`src/include/twdl_params.svh`:
```
`ifndef TWDL_PARAMS_SVH
`define TWDL_PARAMS_SVH

// Sample and coefficient widths.
`define TW_DATA_W 30
`define TW_COEF_W 18
`define TW_FRAC 17

// One lane per butterfly leg.
`define TW_LANES 5
`define TW_FACTOR_W 3
`define TW_FACTOR_MIN 2
`define TW_FACTOR_MAX 5

// Twiddle table covers the 256-point unit circle.
`define TW_ROM_AW 8
`define TW_ROM_DEPTH (1 << `TW_ROM_AW)

// Config register map.
`define TW_REG_FACTOR 2'd0
`define TW_REG_STEP 2'd1
`define TW_REG_CEIL 2'd2
`define TW_REG_TIME 2'd3

`endif

```
`src/hdl/twdl_cfg_pkg.sv`:
```
`include "twdl_params.svh"

package twdl_cfg_pkg;

	// ROM address, also used for the exponent settings.
	typedef logic [`TW_ROM_AW-1:0] tw_addr_t;

	typedef logic [`TW_FACTOR_W-1:0] factor_t;

	// Live stage configuration.
	typedef struct packed
	{
		factor_t factor;
		tw_addr_t addr_step;
		tw_addr_t exp_ceil;
		tw_addr_t exp_time;
	} twdl_cfg_t;

	typedef enum logic
	{
		CFG_IDLE,
		CFG_PENDING
	} cfg_state_e;

endpackage

```
`src/hdl/twdl_cfg_regs.sv`:
```
`timescale 1ns/1ps
`include "twdl_params.svh"

module twdl_cfg_regs
(
	input  logic clk,
	input  logic rst_n,
	input  logic cfg_we,
	input  logic [1:0] cfg_addr,
	input  twdl_cfg_pkg::tw_addr_t cfg_wdata,
	input  logic in_val,
	output twdl_cfg_pkg::twdl_cfg_t cfg
);
	import twdl_cfg_pkg::*;

	localparam twdl_cfg_t CFG_RESET = '{
		factor: factor_t'(5),
		addr_step: tw_addr_t'(1),
		exp_ceil: tw_addr_t'(1),
		exp_time: tw_addr_t'(1)
	};

	twdl_cfg_t shadow;
	twdl_cfg_t shadow_nxt;
	cfg_state_e state;
	tw_addr_t wdata_clamp;
	logic wr_ok;
	logic commit;

	// Out-of-range factors are dropped; everything else is taken.
	assign wr_ok = cfg_we && ((cfg_addr != `TW_REG_FACTOR) ||
		((cfg_wdata >= `TW_FACTOR_MIN) && (cfg_wdata <= `TW_FACTOR_MAX)));

	// A zero period would never wrap.
	assign wdata_clamp = (cfg_wdata == '0) ? tw_addr_t'(1) : cfg_wdata;

	always_comb
	begin
		shadow_nxt = shadow;
		if (wr_ok)
		begin
			case (cfg_addr)
				`TW_REG_FACTOR: shadow_nxt.factor = factor_t'(cfg_wdata);
				`TW_REG_STEP: shadow_nxt.addr_step = cfg_wdata;
				`TW_REG_CEIL: shadow_nxt.exp_ceil = wdata_clamp;
				`TW_REG_TIME: shadow_nxt.exp_time = wdata_clamp;
			endcase
		end
	end

	// Settings only move to the live set between blocks.
	assign commit = !in_val && (wr_ok || (state == CFG_PENDING));

	always_ff @(posedge clk)
	begin
		if (!rst_n)
		begin
			shadow <= CFG_RESET;
			cfg <= CFG_RESET;
			state <= CFG_IDLE;
		end
		else
		begin
			shadow <= shadow_nxt;
			if (commit)
			begin
				cfg <= shadow_nxt;
				state <= CFG_IDLE;
			end
			else if (wr_ok)
				state <= CFG_PENDING;
		end
	end

	a_factor_legal: assert property (@(posedge clk) disable iff (!rst_n)
		(cfg.factor >= `TW_FACTOR_MIN) && (cfg.factor <= `TW_FACTOR_MAX));

endmodule

```
`config.mk`:
```
export PLATFORM = sky130hd
export DESIGN_NAME = twdl_cfg_regs
export DESIGN_NICKNAME = d
export VERILOG_FILES = /design/src/hdl/twdl_cfg_pkg.sv /design/src/hdl/twdl_cfg_regs.sv
export VERILOG_INCLUDE_DIRS = /design/src /design/src/include
export SDC_FILE = /design/constraint.sdc
export NUM_CORES = 1
export LEC_CHECK = 0
export BUFFER_PORTS_ARGS = -buffer_cell sky130_fd_sc_hd__clkbuf_2
export CAP_MARGIN = 30
export CORE_ASPECT_RATIO = 1.5
export CORE_MARGIN = 2
export CORE_UTILIZATION = 50
export DETAILED_ROUTE_END_ITERATION = 16
export GPL_TIMING_DRIVEN = 0
export PLACE_DENSITY_LB_ADDON = 0.2
export SLEW_MARGIN = 20
export SYNTH_ARGS = -nofsm -noshare
export SYNTH_HDL_FRONTEND = slang
export SYNTH_SLANG_ARGS = --single-unit
export TNS_END_PERCENT = 5
```
`constraint.sdc`:
```
create_clock -name clk -period 2.2 [get_ports clk]
set_clock_uncertainty 0.15 [all_clocks]
set_input_delay 0.66 -clock clk [delete_from_list [all_inputs] [get_ports clk]]
set_output_delay 0.66 -clock clk [all_outputs]
set_load 0.03 [all_outputs]
```
==> flow_summary.toml, run 1 <==
[run_status]
outcome = "completed"

[placed_design]
hpwl_um = 2948
post_dp_cell_area_um2 = 2231
place.gp.congestion = 0.8119
port_buffers = 38

[power]
switchingPower_mw = 0.5054
p_comb_share_pct = 13.8
power.density_nw_per_um2 = 826.2
finalPower_mw = 1.930
leakage_nw = 1.164
intPower_mw = 1.425
peakVddDrop_mv = 0.6488
clock_power_share_pct = 30.9
switching_share_pct = 26.19
p_seq_share_pct = 55.3

[clock_tree]
insertion_delay_ps = 300
post_cts_buffers = 0
clock_path_buffers = 2
ctsHtreeMaxLevel = 2
root_buffer = "clkbuf_8"
cts_inserted_buffers = 5
clkTransAtPathRegs_ps = 90
cts_sinks = 55
cts_tree = "done"

[logic_synthesis]
avgSynthCellArea_um2 = 10.61
ys_types = 37
yosys_warnings = 0
synth_top_area_cell = "dfxtp_1"
yosys-top-cells-area = "dfxtp_1 (55%), o22a_1 (9.3%), mux2i_1 (9.1%), nor2_1 (3.4%), nand2_1 (3.2%)"
syn_inst = 187
ys_ff_latch = 55
syn_area_um2 = 1984
seq_area_frac_synth_pct = 55.49
synth_top_area_share_pct = 55.49
syn_nets = 201

[min_path]
hold_depth = 2
min_from = "shadow[6]$_SDFF_PN0_"
whs_endpoint = "shadow[6]$_SDFF_PN0_"
hold_path_class = "reg2reg"

[grt]
antenna_found_initial = 0
grt_max_degree = 17
grt_pass1_wl_um = 6486
grt_pass1_vias = 1323
grt-ovfl-total = 0
grt.total_usage_pct = 18.44

[final_layout]
nets = 246
syn2layout_area_growth_pct = 17.72
layout_commonest_cell = "dfxtp_1"
final_area_um2 = 2336
layout_common_cells = "dfxtp_1 (55), clkbuf_2 (39), o22a_1 (21)"
post-route-util_pct = 60.07
fillers = 356
diodes = 0
final_layout_size_suffix_gt1_share_pct = 25.32

[routing]
ant_nets = 0
drt_iter0_markers = 25
wl_per_cell_um = 14.45
vias = 1490
drcViolationCount = 0
viasPerCell = 5.360
wl_um = 4018
drtPass1Iterations = 4

[setup_path]
crit_required_ps = 2230
critPathCaptureType = "flop"
crit_type = "in2reg"
reg2reg_depth = 4
crit_path_start = "cfg_we"
r2r_end = "cfg[13]$_SDFFE_PN0P_"
path_max_fanout = 9
ff2ff_setup_slack_ps = 680
critPathLaunchType = "input pin"
cp.arrival_ps = 2020
reg2reg_from = "state$_SDFFE_PP0P_"

[job]
drv_cap = 0

[die]
start_util_pct = 51.03
rows = 28
dieArea_um2 = 4499
core-area_um2 = 3889
die_x_um = 55.44
num_io_pins = 41
dieHeight_um = 81.16

[sta]
slew_headroom_pct = 68.20
setup_viol = 0
holdWs_ps = 318.0
post-route-min-period_ps = 1995
hold_viol = 0
rsz0062_at_grt = "false"
worstMarginPinSlew_ps = 477.0
fmaxAchievable_mhz = 501.3
period_share_pct = 90.67
final_max_slew_viol_count = 0
[metrics by stage]
| stage | setup TNS [ps] | setup slack [ps] | std cells |
|---|---|---|---|
| global route | 0 | 134.8 | 278 |
| finish | 0 | 205.3 | 278 |
| floorplan | 0 | 170.6 | 187 |
| detailed placement | -3270 | -277.3 | 270 |
| global placement | -2878 | -253.1 | 270 |
| CTS | 0 | 49.78 | 278 |
[power groups by stage]
stage	Combinational [mW]	Sequential [mW]	Clock, mW
final	0.267	1.07	0.596
after floorplan	0.113	1.16	0
after global routing	0.287	1.07	0.647
after detailed placement	0.268	1.09	0
after global placement	0.265	1.09	0
after CTS	0.269	1.07	0.615
[cell families (layout without fill, tap and decap cells)]
family                    Yosys count  count (layout)  share of synthesized area [%]
and+or+nand+nor                    53              53                          13.11
AOI/OAI and AO/OA                  46              46                          18.35
DFF                                55              55                          55.49
buffers and inverters              14              60                          3.531
xor gates and xnor gates            1               1                         0.4414
muxes                              18              18                          9.079
[cell usage after synthesis (all sizes together)]
library cell / number
a311o: 2
and3: 1
buf: 8
a21o: 2
nor2: 18
o21ai: 2
o31ai: 1
nor3b: 1
a221oi: 2
nand4: 2
and2: 1
a2bb2oi: 2
mux2i: 18
xor2: 1
dfxtp: 55
nand2b: 4
o22a: 21
clkbuf: 3
o21ba: 1
a21oi: 10
nor3: 4
nand3: 1
inv: 2
nor2b: 1
o21a: 1
and4: 1
a211oi: 1
o22ai: 1
nand3b: 2
clkinv: 1
nand2: 17
[final cells by class]
class | instances | area, um^2 | area share, %
sequential | 55 | 1101 | 47.13
multi-input combinational | 118 | 813.3 | 34.82
timing repair buffer | 38 | 190.2 | 8.141
clock buffer | 7 | 96.34 | 4.124
buffer | 11 | 60.06 | 2.571
tap | 45 | 56.30 | 2.410
inverter | 3 | 11.26 | 0.4821
clock inverter | 1 | 7.507 | 0.3214
[timing repair]
action                                  CTS  global route
endpoints found under the setup margin    0            10
hold buffers                              0             0
gates resized for setup                   0             2
[worst max path at each step]
stage          depth (start not counted)  slack [ps]                   end
4_1_cts                                6          50  cfg[13]$_SDFFE_PN0P_
5_1_grt                                6         130  cfg[26]$_SDFFE_PN1P_
2_1_floorplan                          6         170  cfg[16]$_SDFFE_PN1P_
6_report                               5         210   cfg[0]$_SDFFE_PN1P_
3_3_place_gp                           6        -250  cfg[16]$_SDFFE_PN1P_
3_5_place_dp                           6        -280  cfg[16]$_SDFFE_PN1P_
[sequential cells by signal, summed over array words and instances (netlist names)]
register and flops:
shadow 27, state 1, cfg 27
[per-layer routing]
layer,global-route usage [%],up-vias,part of all wire [%]
met5,0,-,0
met4,9.268,0,2.9
met3,4.618,10,4.8
met1,22.61,681,44
met2,30.12,41,48
li1,-,758,-
[critical path, cell delays in order]
cell and delay (ps):
buf_2 150, nand3_1 300, a311o_1 440, a221oi_1 320, o21ai_0 150
Note: power is estimated with default switching activity, not from simulation.
==> run 2, diff against run 1 <==
--- a/config.mk
+++ b/config.mk
@@ -11,8 +11,9 @@
 export CORE_ASPECT_RATIO = 1.5
 export CORE_MARGIN = 2
-export CORE_UTILIZATION = 50
+export CORE_UTILIZATION = 53
 export DETAILED_ROUTE_END_ITERATION = 16
 export GPL_TIMING_DRIVEN = 0
 export PLACE_DENSITY_LB_ADDON = 0.2
+export SETUP_SLACK_MARGIN = 0.4
 export SLEW_MARGIN = 20
 export SYNTH_ARGS = -nofsm -noshare
==> constraint.sdc (replaced) <==
create_clock -name clk -period 2.2 [get_ports clk]
set_clock_uncertainty 0.15 [all_clocks]
set_input_delay 0.44 -clock clk [delete_from_list [all_inputs] [get_ports clk]]
set_output_delay 0.44 -clock clk [all_outputs]
set_load 0.03 [all_outputs]
==> flow_summary.toml, run 2 (synthesis results as in run 1) <==
[placed_design]
hpwl_um = 2954
port_buffers = 38
place.gp.congestion = 0.8854
dpl_worst_slack_ps = 119.6

[grt]
grt_pass1_wl_um = 6644
grt_pass1_vias = 1429
grt.total_usage_pct = 21.59
grt-ovfl-total = 0
grt_max_degree = 17
antenna_found_initial = 0

[setup_path]
cp_slowest_cell = "nor3_2"
reg2reg_depth = 4
crit_path_start = "cfg_wdata[7]"
reg2reg_from = "state$_SDFFE_PP0P_"
crit_type = "in2reg"
path_max_fanout = 10
cp.arrival_ps = 1880
worstPathCellList = "clkbuf_2, nor3_2, nand4_2, a21oi_4, buf_6, a2bb2oi_1"
critPathCaptureType = "flop"
max_stage_delay_ps = 370
ff2ff_setup_slack_ps = 620
r2r_end = "cfg[9]$_SDFFE_PN0P_"
crit_required_ps = 2270
critPathLaunchType = "input pin"
crit_end = "cfg[26]$_SDFFE_PN1P_"

[sta]
fin_ws_ps = 393.4
setup_viol = 0
post-route-min-period_ps = 1807
period_share_pct = 82.12
final.setup.tns_ps = 0
rsz0062_at_grt = "true"
worstMarginPinSlew_ps = 450.5
slew_headroom_pct = 69.97
hold_viol = 0
fmaxAchievable_mhz = 553.5
holdWs_ps = 244.7
final_max_slew_viol_count = 0

[final_layout]
layout_common_cells = "dfxtp_1 (55), clkbuf_2 (39), o22a_1 (21)"
fillers = 318
final_layout_size_suffix_gt1_share_pct = 25.75
layout_commonest_cell = "dfxtp_1"
syn2layout_area_growth_pct = 18.54
diodes = 0
reg_top3 = "cfg x27, shadow x27, state x1"
nets = 246

[power]
leakage_nw = 1.175
finalPower_mw = 2.006
intPower_mw = 1.506
p_comb_share_pct = 13.4
p_seq_share_pct = 53.2
clock_power_share_pct = 33.5
power.density_nw_per_um2 = 852.8
peakVddDrop_mv = 0.7528
switchingPower_mw = 0.4996
switching_share_pct = 24.91

[die]
num_io_pins = 41
core-area_um2 = 3615
rows = 27
start_util_pct = 54.90
dieHeight_um = 78.94
die_x_um = 53.96
dieArea_um2 = 4260

[min_path]
hold_path_class = "in2reg"

[clock_tree]
ctsHtreeMaxLevel = 2
root_buffer = "clkbuf_8"
cts_tree = "done"
cts_sinks = 55
clock_path_buffers = 2
clkTransAtPathRegs_ps = 100
cts_inserted_buffers = 5
insertion_delay_ps = 300

[routing]
drcViolationCount = 0
wl_per_cell_um = 14.65
wl_um = 4043
viasPerCell = 5.446
ant_nets = 0
drtPass1Iterations = 4
vias = 1503
drt_iter0_markers = 40

[job]
drv_cap = 0

[run_status]
outcome = "completed"
run 2: cell count changes in the layout (fill, tap and decap cells not counted), sizes merged:
| cell | delta |
|---|---|
| clkbuf | -1 |
| clkinvlp | -1 |
| clkinv | +1 |
| bufinv | +1 |
run 2: worst min-delay path by stage:
stage,start,end,slack (ps),depth (start not counted)
final,rst_n,shadow[26]$_SDFF_PN1_,240,2
after global placement,shadow[7]$_SDFF_PN0_,shadow[7]$_SDFF_PN0_,300,2
after detailed placement,shadow[1]$_SDFF_PN0_,shadow[1]$_SDFF_PN0_,310,2
after global routing,rst_n,shadow[26]$_SDFF_PN1_,240,2
after CTS,rst_n,shadow[26]$_SDFF_PN1_,240,2
after floorplan,shadow[1]$_SDFF_PN0_,shadow[1]$_SDFF_PN0_,290,2
run 2: area by class of cell:
class	instances	area [um^2]	share of cell area, %
flip-flops and latches	55	1101	46.81
multi-input cells	118	818.3	34.79
repair buffers	38	190.2	8.085
clock buffers	6	82.58	3.511
plain buffers	11	60.06	2.553
well taps	43	53.80	2.287
clock inverters	2	35.03	1.489
inverters	3	11.26	0.4787
run 2: per-stage QoR:
stage	utilization, %	area, um^2	std cells
detailed placement	61.68	2230	268
CTS	64.94	2347	276
global route	65.07	2352	276
finish	65.07	2352	276
global placement	61.68	2230	268
floorplan	-	1986	187
run 2: repair_timing:
item                       CTS  global route
hold buffers                 0             0
resized for setup            0             1
buffers inserted             0             0
setup endpoints to repair    0            19
run 2: critical path, delay by kind of cell:
| family | cells | cell delay (ps) |
|---|---|---|
| compound gates | 2 | 500 |
| buf+inv | 2 | 310 |
| simple gates | 2 | 630 |
run 2: layer usage:
layer / part of all wire, % / up-vias / GRT usage (%)
met5: 0 / - / 0
li1: - / 752 / -
met2: 52 / 41 / 35.98
met3: 4.1 / 6 / 4.887
met1: 42 / 704 / 25.18
met4: 2.1 / 0 / 10.26
run 2: power groups by stage:
stage          Clock, mW  Combinational (mW)  Sequential [mW]
6_report           0.671               0.268             1.07
5_1_grt            0.732               0.288             1.07
4_1_cts            0.691               0.270             1.07
3_5_place_dp           0               0.268             1.09
3_3_place_gp           0               0.265             1.09
2_1_floorplan          0               0.114             1.16
